`src/ncpu32k_pkg.sv`:
```
/*
 * Shared definitions for the dual-lane execution back end:
 * widths, opcodes, micro-op and result payloads and lane-queue sizing.
 * Every RTL file refers to these by scoped name.
 */
`default_nettype none

package ncpu32k_pkg;

   localparam int data_width  = 32;   // Operand and result width
   localparam int tag_width   = 5;    // Destination register tag
   localparam int order_depth = 4;    // Lane queue entries as a power of two

   localparam int order_ptr_width = $clog2(order_depth);
   localparam int order_cnt_width = $clog2(order_depth + 1);

   typedef logic [order_ptr_width-1:0] order_ptr_t;   // Lane queue index
   typedef logic [order_cnt_width-1:0] order_cnt_t;   // Lane queue fill level

   localparam order_cnt_t order_full = order_cnt_t'(order_depth);

   // ~~~~~~~~~~~~~~~~~~~~~~~~~~~~~~~~~~~~~~~~~~~~~~~~~~~~~~~~~~~~
   // Micro-op encoding
   // ~~~~~~~~~~~~~~~~~~~~~~~~~~~~~~~~~~~~~~~~~~~~~~~~~~~~~~~~~~~~
   typedef enum logic [2:0] {
      op_add  = 3'd0,
      op_sub  = 3'd1,
      op_and  = 3'd2,
      op_or   = 3'd3,
      op_xor  = 3'd4,
      op_slt  = 3'd5,   // Signed compare
      op_mul  = 3'd6,   // Low product word
      op_mulh = 3'd7    // Signed high product word
   } opcode_t;

   typedef struct packed {
      opcode_t               op;
      logic [data_width-1:0] a;     // Operand a
      logic [data_width-1:0] b;     // Operand b
      logic [tag_width-1:0]  tag;   // Destination tag
   } uop_t;

   typedef struct packed {
      logic [data_width-1:0] data;
      logic [tag_width-1:0]  tag;
   } result_t;

   // Which lane an issued op went to
   typedef enum logic {
      lane_alu = 1'b0,
      lane_mul = 1'b1
   } lane_t;

endpackage

`default_nettype wire
```
`src/ncpu32k_exec_top.sv`:
```
/*
 * Execution back end top level. Connects issue, the ALU and
 * multiplier lanes and commit; one micro-op port in, one result out.
 */
`timescale 1ns/1ns
`default_nettype none

module ncpu32k_exec_top (
   input  logic                   clk,
   input  logic                   reset,
   input  ncpu32k_pkg::uop_t      uop,
   input  logic                   uop_valid,
   output logic                   uop_ready,
   output ncpu32k_pkg::result_t   res,
   output logic                   res_valid,
   input  logic                   res_ready
);

   ncpu32k_pkg::uop_t    alu_uop;       // Issue to ALU
   logic                 alu_valid;
   logic                 alu_ready;
   ncpu32k_pkg::uop_t    mul_uop;       // Issue to multiplier
   logic                 mul_valid;
   logic                 mul_ready;
   logic                 order_push;    // Issue to commit
   ncpu32k_pkg::lane_t   order_lane;
   logic                 order_ready;
   ncpu32k_pkg::result_t alu_res;       // Lanes to commit
   logic                 alu_res_valid;
   logic                 alu_res_ready;
   ncpu32k_pkg::result_t mul_res;
   logic                 mul_res_valid;
   logic                 mul_res_ready;

   // ~~~~~~~~~~~~~~~~~~~~~~~~~~~~~~~~~~~~~~~~~~~~~~~~~~~~~~~~~~~~
   // Units
   // ~~~~~~~~~~~~~~~~~~~~~~~~~~~~~~~~~~~~~~~~~~~~~~~~~~~~~~~~~~~~
   ncpu32k_issue u_issue (
      .clk (clk), .reset (reset),
      .uop (uop), .uop_valid (uop_valid), .uop_ready (uop_ready),
      .alu_uop (alu_uop), .alu_valid (alu_valid), .alu_ready (alu_ready),
      .mul_uop (mul_uop), .mul_valid (mul_valid), .mul_ready (mul_ready),
      .order_push (order_push), .order_lane (order_lane), .order_ready (order_ready)
   );

   ncpu32k_alu u_alu (
      .clk (clk), .reset (reset),
      .uop (alu_uop), .in_valid (alu_valid), .in_ready (alu_ready),
      .res (alu_res), .res_valid (alu_res_valid), .res_ready (alu_res_ready)
   );

   ncpu32k_mul u_mul (
      .clk (clk), .reset (reset),
      .uop (mul_uop), .in_valid (mul_valid), .in_ready (mul_ready),
      .res (mul_res), .res_valid (mul_res_valid), .res_ready (mul_res_ready)
   );

   ncpu32k_commit u_commit (
      .clk (clk), .reset (reset),
      .order_push (order_push), .order_lane (order_lane), .order_ready (order_ready),
      .alu_res (alu_res), .alu_valid (alu_res_valid), .alu_ready (alu_res_ready),
      .mul_res (mul_res), .mul_valid (mul_res_valid), .mul_ready (mul_res_ready),
      .res (res), .res_valid (res_valid), .res_ready (res_ready)
   );

endmodule

`default_nettype wire

```
`src/ncpu32k_commit.sv`:
```
/*
 * Commit unit. A small lane queue records the lane of every issued op
 * in order; only the head lane's result is accepted and forwarded to
 * the output buffer, so results leave strictly in issue order.
 */
`timescale 1ns/1ns
`default_nettype none

module ncpu32k_commit (
   input  logic                   clk,
   input  logic                   reset,
   input  logic                   order_push,
   input  ncpu32k_pkg::lane_t     order_lane,
   output logic                   order_ready,
   input  ncpu32k_pkg::result_t   alu_res,
   input  logic                   alu_valid,
   output logic                   alu_ready,
   input  ncpu32k_pkg::result_t   mul_res,
   input  logic                   mul_valid,
   output logic                   mul_ready,
   output ncpu32k_pkg::result_t   res,
   output logic                   res_valid,
   input  logic                   res_ready
);

   ncpu32k_pkg::lane_t     lane_q [ncpu32k_pkg::order_depth];   // Lane per op with oldest at rd_ptr
   ncpu32k_pkg::order_ptr_t wr_ptr;
   ncpu32k_pkg::order_ptr_t rd_ptr;
   ncpu32k_pkg::order_cnt_t count;

   ncpu32k_pkg::lane_t     head;
   logic                   not_empty;
   logic                   head_mul;
   ncpu32k_pkg::result_t   sel_res;
   logic                   sel_valid;
   logic                   buf_ready;   // Output buffer room
   logic                   pop;

   assign order_ready = (count != ncpu32k_pkg::order_full);
   assign not_empty   = (count != '0);
   assign head        = lane_q[rd_ptr];
   assign head_mul    = (head == ncpu32k_pkg::lane_mul);

   // ~~~~~~~~~~~~~~~~~~~~~~~~~~~~~~~~~~~~~~~~~~~~~~~~~~~~~~~~~~~~
   // Head lane select
   // ~~~~~~~~~~~~~~~~~~~~~~~~~~~~~~~~~~~~~~~~~~~~~~~~~~~~~~~~~~~~
   assign sel_res   = head_mul ? mul_res : alu_res;
   assign sel_valid = not_empty & (head_mul ? mul_valid : alu_valid);
   assign alu_ready = not_empty & ~head_mul & buf_ready;   // Other lane waits
   assign mul_ready = not_empty &  head_mul & buf_ready;
   assign pop       = sel_valid & buf_ready;

   // Pointers wrap on their own since the depth is a power of two
   always_ff @(posedge clk) begin
      if (reset) begin
         wr_ptr <= '0;
         rd_ptr <= '0;
         count  <= '0;
      end else begin
         if (order_push) wr_ptr <= wr_ptr + 1'b1;
         if (pop)        rd_ptr <= rd_ptr + 1'b1;
         case ({order_push, pop})
            2'b10:   count <= count + 1'b1;
            2'b01:   count <= count - 1'b1;
            default: count <= count;   // Both or neither
         endcase
      end
   end

   always_ff @(posedge clk) begin
      if (order_push) lane_q[wr_ptr] <= order_lane;   // Queue storage
   end

   ncpu32k_cell_pipebuf #(
      .payload_t     (ncpu32k_pkg::result_t),
      .enable_bypass (1'b1)
   ) u_out_buf (
      .clk       (clk),
      .reset     (reset),
      .din       (sel_res),
      .in_valid  (sel_valid),
      .in_ready  (buf_ready),
      .dout      (res),
      .out_valid (res_valid),
      .out_ready (res_ready)
   );

endmodule

`default_nettype wire

```
`src/ncpu32k_mul.sv`:
```
/*
 * Two-stage signed 32-bit multiplier lane. Stage one forms four
 * 16x16 partial products, stage two sums them to the 64-bit product
 * and returns the low word (op_mul) or high word (op_mulh).
 */
`timescale 1ns/1ns
`default_nettype none

module ncpu32k_mul (
   input  logic                   clk,
   input  logic                   reset,
   input  ncpu32k_pkg::uop_t      uop,
   input  logic                   in_valid,
   output logic                   in_ready,
   output ncpu32k_pkg::result_t   res,
   output logic                   res_valid,
   input  logic                   res_ready
);

   typedef struct packed {
      logic        [31:0]                   pp_ll;   // Unsigned al * bl
      logic signed [31:0]                   pp_lh;   // al * bh
      logic signed [31:0]                   pp_hl;   // ah * bl
      logic signed [31:0]                   pp_hh;   // ah * bh
      logic                                 hi;      // High word wanted
      logic        [ncpu32k_pkg::tag_width-1:0] tag;
   } stage_t;

   stage_t               s0;          // Stage one input
   stage_t               s1;          // Stage one register
   logic                 s1_valid;
   logic                 s1_ready;
   logic [63:0]          prod;        // Full product
   ncpu32k_pkg::result_t s2;

   // ~~~~~~~~~~~~~~~~~~~~~~~~~~~~~~~~~~~~~~~~~~~~~~~~~~~~~~~~~~~~
   // Stage one partial products
   // ~~~~~~~~~~~~~~~~~~~~~~~~~~~~~~~~~~~~~~~~~~~~~~~~~~~~~~~~~~~~
   always_comb begin
      s0.pp_ll = {16'd0, uop.a[15:0]} * {16'd0, uop.b[15:0]};
      s0.pp_lh = $signed({16'd0, uop.a[15:0]}) * $signed({{16{uop.b[31]}}, uop.b[31:16]});
      s0.pp_hl = $signed({{16{uop.a[31]}}, uop.a[31:16]}) * $signed({16'd0, uop.b[15:0]});
      s0.pp_hh = $signed({{16{uop.a[31]}}, uop.a[31:16]}) *
                 $signed({{16{uop.b[31]}}, uop.b[31:16]});
      s0.hi    = (uop.op == ncpu32k_pkg::op_mulh);
      s0.tag   = uop.tag;
   end

   ncpu32k_cell_pipebuf #(
      .payload_t     (stage_t),
      .enable_bypass (1'b0)
   ) u_pp_buf (
      .clk       (clk),
      .reset     (reset),
      .din       (s0),
      .in_valid  (in_valid),
      .in_ready  (in_ready),
      .dout      (s1),
      .out_valid (s1_valid),
      .out_ready (s1_ready)
   );

   // Stage two sums the shifted partial products
   assign prod = {32'd0, s1.pp_ll}
               + {{16{s1.pp_lh[31]}}, s1.pp_lh, 16'd0}
               + {{16{s1.pp_hl[31]}}, s1.pp_hl, 16'd0}
               + {s1.pp_hh, 32'd0};

   assign s2.data = s1.hi ? prod[63:32] : prod[31:0];   // Word select
   assign s2.tag  = s1.tag;

   ncpu32k_cell_pipebuf #(
      .payload_t     (ncpu32k_pkg::result_t),
      .enable_bypass (1'b1)
   ) u_res_buf (
      .clk       (clk),
      .reset     (reset),
      .din       (s2),
      .in_valid  (s1_valid),
      .in_ready  (s1_ready),
      .dout      (res),
      .out_valid (res_valid),
      .out_ready (res_ready)
   );

endmodule

`default_nettype wire

```
`src/ncpu32k_alu.sv`:
```
/*
 * Integer ALU lane. Computes add, sub, and, or, xor and signed
 * set-less-than in one cycle and registers the result with its tag.
 */
`timescale 1ns/1ns
`default_nettype none

module ncpu32k_alu (
   input  logic                   clk,
   input  logic                   reset,
   input  ncpu32k_pkg::uop_t      uop,
   input  logic                   in_valid,
   output logic                   in_ready,
   output ncpu32k_pkg::result_t   res,
   output logic                   res_valid,
   input  logic                   res_ready
);

   ncpu32k_pkg::result_t alu_out;   // Combinational result
   logic                 lt;

   assign lt = $signed(uop.a) < $signed(uop.b);   // Signed compare

   // ~~~~~~~~~~~~~~~~~~~~~~~~~~~~~~~~~~~~~~~~~~~~~~~~~~~~~~~~~~~~
   // Function select
   // ~~~~~~~~~~~~~~~~~~~~~~~~~~~~~~~~~~~~~~~~~~~~~~~~~~~~~~~~~~~~
   always_comb begin
      alu_out     = '0;
      alu_out.tag = uop.tag;   // Tag rides through
      case (uop.op)
         ncpu32k_pkg::op_add: alu_out.data = uop.a + uop.b;
         ncpu32k_pkg::op_sub: alu_out.data = uop.a - uop.b;
         ncpu32k_pkg::op_and: alu_out.data = uop.a & uop.b;
         ncpu32k_pkg::op_or:  alu_out.data = uop.a | uop.b;
         ncpu32k_pkg::op_xor: alu_out.data = uop.a ^ uop.b;
         ncpu32k_pkg::op_slt: begin
            alu_out.data = {{(ncpu32k_pkg::data_width-1){1'b0}}, lt};   // 1 or 0
         end
         default: alu_out.data = '0;   // Multiply ops never routed here
      endcase
   end

   // Result register
   ncpu32k_cell_pipebuf #(
      .payload_t     (ncpu32k_pkg::result_t),
      .enable_bypass (1'b1)
   ) u_res_buf (
      .clk       (clk),
      .reset     (reset),
      .din       (alu_out),
      .in_valid  (in_valid),
      .in_ready  (in_ready),
      .dout      (res),
      .out_valid (res_valid),
      .out_ready (res_ready)
   );

endmodule

`default_nettype wire

```
`src/ncpu32k_issue.sv`:
```
/*
 * Issue unit. Registers incoming micro-ops, routes each one to the ALU
 * or multiplier lane and records the lane in the commit queue.
 * An op leaves only when its lane and the lane queue both have room.
 */
`timescale 1ns/1ns
`default_nettype none

module ncpu32k_issue (
   input  logic                 clk,
   input  logic                 reset,
   input  ncpu32k_pkg::uop_t    uop,
   input  logic                 uop_valid,
   output logic                 uop_ready,
   output ncpu32k_pkg::uop_t    alu_uop,
   output logic                 alu_valid,
   input  logic                 alu_ready,
   output ncpu32k_pkg::uop_t    mul_uop,
   output logic                 mul_valid,
   input  logic                 mul_ready,
   output logic                 order_push,
   output ncpu32k_pkg::lane_t   order_lane,
   input  logic                 order_ready
);

   ncpu32k_pkg::uop_t q_uop;   // Held op
   logic              q_valid;
   logic              q_ready;
   logic              is_mul;

   // ~~~~~~~~~~~~~~~~~~~~~~~~~~~~~~~~~~~~~~~~~~~~~~~~~~~~~~~~~~~~
   // Issue register
   // ~~~~~~~~~~~~~~~~~~~~~~~~~~~~~~~~~~~~~~~~~~~~~~~~~~~~~~~~~~~~
   ncpu32k_cell_pipebuf #(
      .payload_t     (ncpu32k_pkg::uop_t),
      .enable_bypass (1'b1)
   ) u_issue_buf (
      .clk       (clk),
      .reset     (reset),
      .din       (uop),
      .in_valid  (uop_valid),
      .in_ready  (uop_ready),
      .dout      (q_uop),
      .out_valid (q_valid),
      .out_ready (q_ready)
   );

   assign is_mul = (q_uop.op == ncpu32k_pkg::op_mul) |
                   (q_uop.op == ncpu32k_pkg::op_mulh);   // Lane select

   // Target lane only, and only while the queue has a free entry
   assign alu_uop   = q_uop;
   assign mul_uop   = q_uop;
   assign alu_valid = q_valid & ~is_mul & order_ready;
   assign mul_valid = q_valid &  is_mul & order_ready;

   assign q_ready = order_ready & (is_mul ? mul_ready : alu_ready);   // Pops on lane handshake

   assign order_push = q_valid & q_ready;   // Same edge as lane transfer
   assign order_lane = is_mul ? ncpu32k_pkg::lane_mul : ncpu32k_pkg::lane_alu;

endmodule

`default_nettype wire

```
`src/ncpu32k_cell_pipebuf.sv`:
```
/*
 * One-slot valid/ready pipe buffer with a type-parameter payload.
 * Bypass on lets a new item in during the pop cycle for full rate;
 * bypass off makes in_ready depend on local state only.
 */
`timescale 1ns/1ns
`default_nettype none

module ncpu32k_cell_pipebuf #(
   parameter type payload_t     = logic,
   parameter bit  enable_bypass = 1'b1
) (
   input  logic     clk,
   input  logic     reset,
   input  payload_t din,
   input  logic     in_valid,
   output logic     in_ready,
   output payload_t dout,
   output logic     out_valid,
   input  logic     out_ready
);

   logic push;
   logic pop;

   assign push = in_valid & in_ready;   // Slot loads
   assign pop  = out_valid & out_ready; // Slot drains

   always_ff @(posedge clk) begin
      if (reset) begin
         out_valid <= 1'b0;
      end else if (push) begin
         out_valid <= 1'b1;              // Push wins over pop
      end else if (pop) begin
         out_valid <= 1'b0;
      end
   end

   always_ff @(posedge clk) begin
      if (push) begin
         dout <= din;                    // Payload register
      end
   end

   generate
      if (enable_bypass) begin : g_bypass
         assign in_ready = ~out_valid | pop;   // Refill while draining
      end else begin : g_no_bypass
         assign in_ready = ~out_valid;         // Empty only
      end
   endgenerate

endmodule

`default_nettype wire

```
`config.mk`:
```
export PLATFORM = sky130hd
export DESIGN_NAME = ncpu32k_exec_top
export DESIGN_NICKNAME = d
export VERILOG_FILES = /design/src/ncpu32k_pkg.sv /design/src/ncpu32k_exec_top.sv /design/src/ncpu32k_commit.sv /design/src/ncpu32k_mul.sv /design/src/ncpu32k_alu.sv /design/src/ncpu32k_issue.sv /design/src/ncpu32k_cell_pipebuf.sv
export SDC_FILE = /design/constraint.sdc
export NUM_CORES = 2
export LEC_CHECK = 0
export BUFFER_PORTS_ARGS = -buffer_cell sky130_fd_sc_hd__buf_2
export CORE_MARGIN = 2
export CORE_UTILIZATION = 42
export DETAILED_ROUTE_END_ITERATION = 10
export PLACE_DENSITY = 0.54
export SYNTH_ARGS = -nofsm -noshare
export SYNTH_HDL_FRONTEND = slang
export SYNTH_HIERARCHICAL = 1
export SYNTH_SLANG_ARGS = --single-unit
```
`constraint.sdc`:
```
create_clock -name clk -period 15 [get_ports clk]
set_input_delay 2.25 -clock clk [delete_from_list [all_inputs] [get_ports clk]]
set_output_delay 2.25 -clock clk [all_outputs]
set_load 0.02 [all_outputs]
```
### Yosys cells after proc, flatten, opt, wreduce, memory -nomap -nowiden

Memory sizes are Yosys's and may differ from the RTL's. A register that Yosys moved wholly into a read port is not among the register bits.
Cells that the tools add are included.

* add/subtract/negate cells: 9
* magnitude comparators: 1
* reductions and logical operators: 8
* bitwise logic cells: 34
* mux-type cells: 21
* equality and inequality tests: 10
* multiply operators: 4

Operator list (number)
* case mux 32 bit (6 select lines): 1
* adder 64 bit: 2
* multiplier 16 x 16 -> 32 bit: 2
* adder 33 x 48 -> 49 bit: 1
* 2-to-1 mux 37 bit: 1
* adder 32 bit: 1
* bitwise AND 32 bit: 1
* < comparator 32 bit: 1
* multiplier 16 x 17 -> 32 bit: 1
* multiplier 17 x 16 -> 32 bit: 1
* 2-to-1 mux 32 bit: 1
* bitwise OR 32 bit: 1
* subtractor 32 bit: 1
* XOR 32 bit: 1
* bitwise AND 1 bit: 19
* 2-to-1 mux 1 bit: 15
* equality test 3 bit (second input constant): 4
* nonzero test 2 bit: 6
* NOT 1 bit: 7
* equality test 3 x 2 -> 1 bit (second input constant): 2
* case mux 3 bit (2 select lines): 1
* bitwise OR 1 bit: 5
* adder 2 x 1 -> 2 bit (second input constant): 2
* 2-to-1 mux 2 bit: 2
* 8 further kinds: 8

* register bits after elaboration: 329
* memories kept: 1
* word-level logic and storage cells: 112
* memory bits (writable): 4
* input bits: 76

Memories
* u_commit.lane_q: depth 4, width 1, read ports 1, clocked after Yosys merged registers in 1, write ports 1, RTL line ncpu32k_commit.sv:26 `ncpu32k_pkg::lane_t lane_q [ncpu32k_pkg::order_depth];`

### Longest topological paths before layout

* word-level depth: 11
* gate-level depth with buffers: 26

### By module

Netlist, hierarchy kept.

By module, submodules not included
* ncpu32k_mul: area an instance 39853.2 µm², instances 1, cells an instance 4636, sequential area each 0.0 µm²
* ncpu32k_alu: area an instance 5159.9 µm², instances 1, cells an instance 799, sequential area each 0.0 µm²
* ncpu32k_cell_pipebuf (u_mul.u_pp_buf): area an instance 4067.7 µm², instances 1, cells an instance 139, sequential area each 4043.9 µm²
* ncpu32k_cell_pipebuf (u_alu.u_res_buf ...): area an instance 1166.1 µm², instances 3, cells an instance 42, sequential area each 1131.1 µm²
* ncpu32k_cell_pipebuf (u_issue.u_issue_buf): area an instance 2217.1 µm², instances 1, cells an instance 77, sequential area each 2182.1 µm²
* ncpu32k_commit: area an instance 1084.8 µm², instances 1, cells an instance 101, sequential area each 300.3 µm²
* ncpu32k_issue: area an instance 598.1 µm², instances 1, cells an instance 80, sequential area each 0.0 µm²

### Worst setup path before layout

OpenSTA, ideal clock, no wires.

* path kind: reg2reg
* start point: register u_issue/u_issue_buf/dout[6] in the netlist's numbering
* end point: register u_mul/u_pp_buf/dout[131] in the netlist's numbering (data pin)
* buffers on the path: 2
* arrival time: 6.121 ns
* required time: 14.863 ns
* slack: 8.742 ns
* period minus slack after synthesis: 6.258 ns
* stages on the path, launching flop included: 23
* path through: edfxtp_1 -> buf_4 -> clkbuf_1 -> nand2_1 -> fa_1 -> fa_1 -> inv_1 -> fa_1 -> fa_1 -> fa_1 -> inv_1 -> fa_1 -> inv_1 -> ha_1 -> a21o_1 -> a21o_1 -> a21o_1 -> a21o_1 -> a21o_1 -> o211ai_1 -> a311oi_2 -> or4_1 -> nand4_1

RTL lines
* from (decl): RTL line ncpu32k_cell_pipebuf.sv:18 `output payload_t dout,`
* from (signal assigned): RTL line ncpu32k_cell_pipebuf.sv:41 `dout <= din;`
* to (signal assigned): RTL line ncpu32k_cell_pipebuf.sv:41
* to (decl): RTL line ncpu32k_cell_pipebuf.sv:18

==> results.txt <==
For this design, the sink count on the clock tree is 335. The synthesized area came out at 56480 um^2. The mean number of vias per cell came out at 5.328. The H-tree generated during clock tree synthesis spans 2 levels. The number of gates resized after CTS was 0. The number of hold violations in the final report came out at 0. In the final layout, the multi-input gates occupy 40800 um^2.

The effective utilization at floorplan is 42.32%. Of the synthesized area, sequential elements account for 17.56%. The count of flip-flops with a built-in enable after synthesis is 321. The root buffer cell chosen for the clock tree is clkbuf_16. The number of antenna violations at the first check in global routing is 9. The worst setup path is launched from a flop. For the pin with the worst max-slew slack, the measured transition is 0.8885 ns. For the worst setup path, the data arrival time is 7.89 ns. The synthesized design contains 335 register bits. The cell count after synthesis came out at 5958.

The kind of critical path is flop to flop. Along the worst path, the maximum fanout reaches 19. The post-synthesis async set-or-reset flop share is 0%. Grouping stages by cell kind, the critical path spends the most delay in adder cells.

The floorplan step set the die height to 370.7 um. TritonCTS built the clock tree. The total count of max-transition violations in the final report is 0. The count of warnings emitted by yosys is 6. The count of maximum capacitance violations is 0. STA classifies the critical path endpoint as a flop. Setup repair after global routing left no endpoint under its margin. The number of hold buffers added after CTS came out at 0.

The tightest min-delay check is of the flop to flop type. The critical path contains buffers and inverters numbering 4 combined. The unique cell type count in the Yosys netlist is 94. The width of the chip came out at 370.7 um.

For this run, the leading register cell type out of synthesis is edfxtp_1. Among all stages on the critical path, the largest delay is contributed by edfxtp_1. The average size of a mapped cell came out at 9.480 um^2.

Summed over all failing endpoints, the final setup total negative slack is 0 ns. The initial DRC count came out at 2664. The worst clock skew is 0.03794 ns. Counting stages on the worst path, the most repeated cell is fa_1. The count of cells in the finished layout, fillers not included, comes to 7672. The share of the clock period used by the worst path is 50.41%. The maximum number of pins on one net before global-route repair came out at 119. The signal on the critical path passes through buf_4 > nand2_1 > fa_1 > fa_1 > fa_1 > inv_1 > fa_1 > fa_1 > inv_1 > fa_1 > inv_1 > ha_1 > a2111oi_0 > o21ai_0 > a32oi_1 > a21boi_0 > o31ai_1 > a21oi_1 > nor4_1 > a311oi_1. Derived from the worst setup path, the maximum achievable clock frequency is 0.1322 GHz. The worst slew slack as a fraction of its limit came out at 39.23%. The row count came out at 134. The clock latency on the worst-skew pair is 0.63 ns. The worst stage delay on the critical path came out at 0.77 ns. The area growth from synthesis to layout is 5.899%. Of the cells placed in the final design, the portion with a size suffix greater than 1 is 6.355%. The final layout contains 7412 nets. The final global-route overflow total came out at 0. The number of buffers added for setup after CTS is 0. The post-route DRC violation count came out at 0.

The total length of routed wires is 163900 um. The first global-routing pass estimated 254800 um of wire. The quantity of I/O buffers inserted on ports is 114.

The run finished with clean final reports. The routability congestion estimate from global placement is 0.9069. For this run, the detailed router's first-pass iteration total came to 6. The number of nets in the synthesized netlist is 7504. The final routed wire length divided by cell count came out at 21.37 um. The fill cell total of the finished layout came out at 12970. The number of top-level pins is 115.

The sequential cells in the finished layout cover a total of 9920 um^2. The total routing usage reported by global routing came out at 24.29%. The placed wire-length estimate after detailed placement is 123300 um. The number of global-route vias before repair came out at 41950. The floorplan die area is 137400 um^2. The area of the core came out at 133500 um^2. Counting tap cells, the placed design contains a total of 7588 instances. The remaining antenna violation count is 0. The clock buffer count from CTS came out at 44. The minimum period implied by the final worst setup slack is 7.562 ns. The clock-pin slew on the worst setup and hold paths came out at 0.06 ns. The clock passes through at most 3 buffers. STA puts the critical path data required time at 15.33 ns. Setup violations remaining at the end of the flow were counted as 0. The via count of the routed design is 40880.
-- cell usage in the layout (no fill, tap or decap), types with 21 or more instances in the layout --
cell	synthesis	layout
a211oi_1	39	39
o21bai_1	37	37
xnor2_1	141	141
xor2_1	43	43
mux2_2	52	52
o211ai_1	30	30
nand4_1	21	21
nor2_1	225	225
o21a_1	28	28
buf_2	5	114
ha_1	605	605
a21o_1	97	97
buf_4	74	80
nand3_1	40	40
o21ai_0	125	125
a31oi_1	28	28
nand2_1	614	614
and2_1	516	516
inv_1	1118	1118
and3_1	25	25
fa_1	865	865
nor2b_1	31	31
nor3_1	52	52
clkbuf_16	0	44
a21oi_1	217	217
edfxtp_1	321	321
nand2b_1	47	47
-- cell type report --
class,count,share of cell area (%)
multi-input combinational,4165,68.21
clock buffer,49,1.872
inverter,1125,7.060
tap,1768,3.699
clock inverter,32,0.5711
sequential,335,16.58
antenna,3,0.01255
timing repair buffer,195,1.992
-- registers in the layout, summed over array words and instances, names as in the netlist, 2 cells and up, named ones only --
signal / count
u_commit/u_out_buf/dout: 37
u_mul/u_pp_buf/dout: 134
u_alu/u_res_buf/dout: 37
u_mul/u_res_buf/dout: 37
u_commit/wr_ptr: 2
u_commit/lane_q: 4
u_commit/rd_ptr: 2
u_issue/u_issue_buf/dout: 72
u_commit/count: 3
-- path summary, 6_finish.rpt --
check / end / cells after the start / start / slack, ns
hold / removal: u_mul/u_res_buf/dout[3] / 0 / u_mul/u_pp_buf/dout[3] / 0.42
setup / recovery: u_mul/u_pp_buf/dout[69] / 20 / u_issue/u_issue_buf/dout[55] / 7.44
hold reg to reg: u_mul/u_res_buf/dout[3] / 0 / u_mul/u_pp_buf/dout[3] / 0.42
setup reg to reg: u_mul/u_pp_buf/dout[69] / 20 / u_issue/u_issue_buf/dout[55] / 7.44
-- cells by family after synthesis --
family,Yosys count,synth area share [%]
AND/OR/NAND/NOR,1651,14.55
AO/OA/AOI/OAI,787,9.327
flip-flops,335,17.56
multiplexers,73,1.440
adder cells (fa/ha/maj),1470,44.06
XOR/XNOR,184,2.853
buffers and inverters,1458,10.21
-- routing by layer --
layer / share of wire, % / vias to the layer above / global-route usage (%)
met5: 0.016 / - / 0
met4: 2.4 / 4 / 5.543
met3: 6.1 / 174 / 3.330
met2: 48 / 1126 / 40.61
met1: 44 / 20890 / 33.41
li1: - / 18680 / -
-- synth_stat cells (19+ instances only) --
library cell,number,area (um^2)
ha_1,605,7570
buf_4,74,555.5
nand2_1,614,2305
and2_1,516,3228
o21a_1,28,210.2
edfxtp_1,321,9639
inv_1,1118,4197
nor2_1,225,844.6
mux2_2,52,585.6
nor3_1,52,260.3
fa_1,865,17320
o211ai_1,30,225.2
a21o_1,97,728.2
a211oi_1,39,292.8
xnor2_1,141,1235
a21oi_1,217,1086
o21bai_1,37,277.8
nor2b_1,31,193.9
nand2b_1,47,294.0
clkbuf_1,245,919.6
nand4_1,21,131.4
and3_1,25,156.4
o31ai_1,19,142.6
nand3_1,40,200.2
o21ai_0,125,625.6
a31oi_1,28,175.2
xor2_1,43,376.6
-- through the flow --
step | utilization (%) | hold WS [ns] | cell area [um^2] | setup WS (ns)
floorplan | - | 0.4003 | 56480 | 8.742
CTS | 44.81 | 0.4175 | 59800 | 7.432
global route | 44.81 | 0.4322 | 59800 | 7.011
detailed placement | 43.72 | 0.4065 | 58340 | 7.502
finish | 44.82 | 0.4162 | 59810 | 7.438
global placement | 43.72 | 0.4014 | 58340 | 7.507
Power is left out: the tool's default activity adds up to more than one toggle a clock period on the data nets, which glitch-free logic cannot reach.
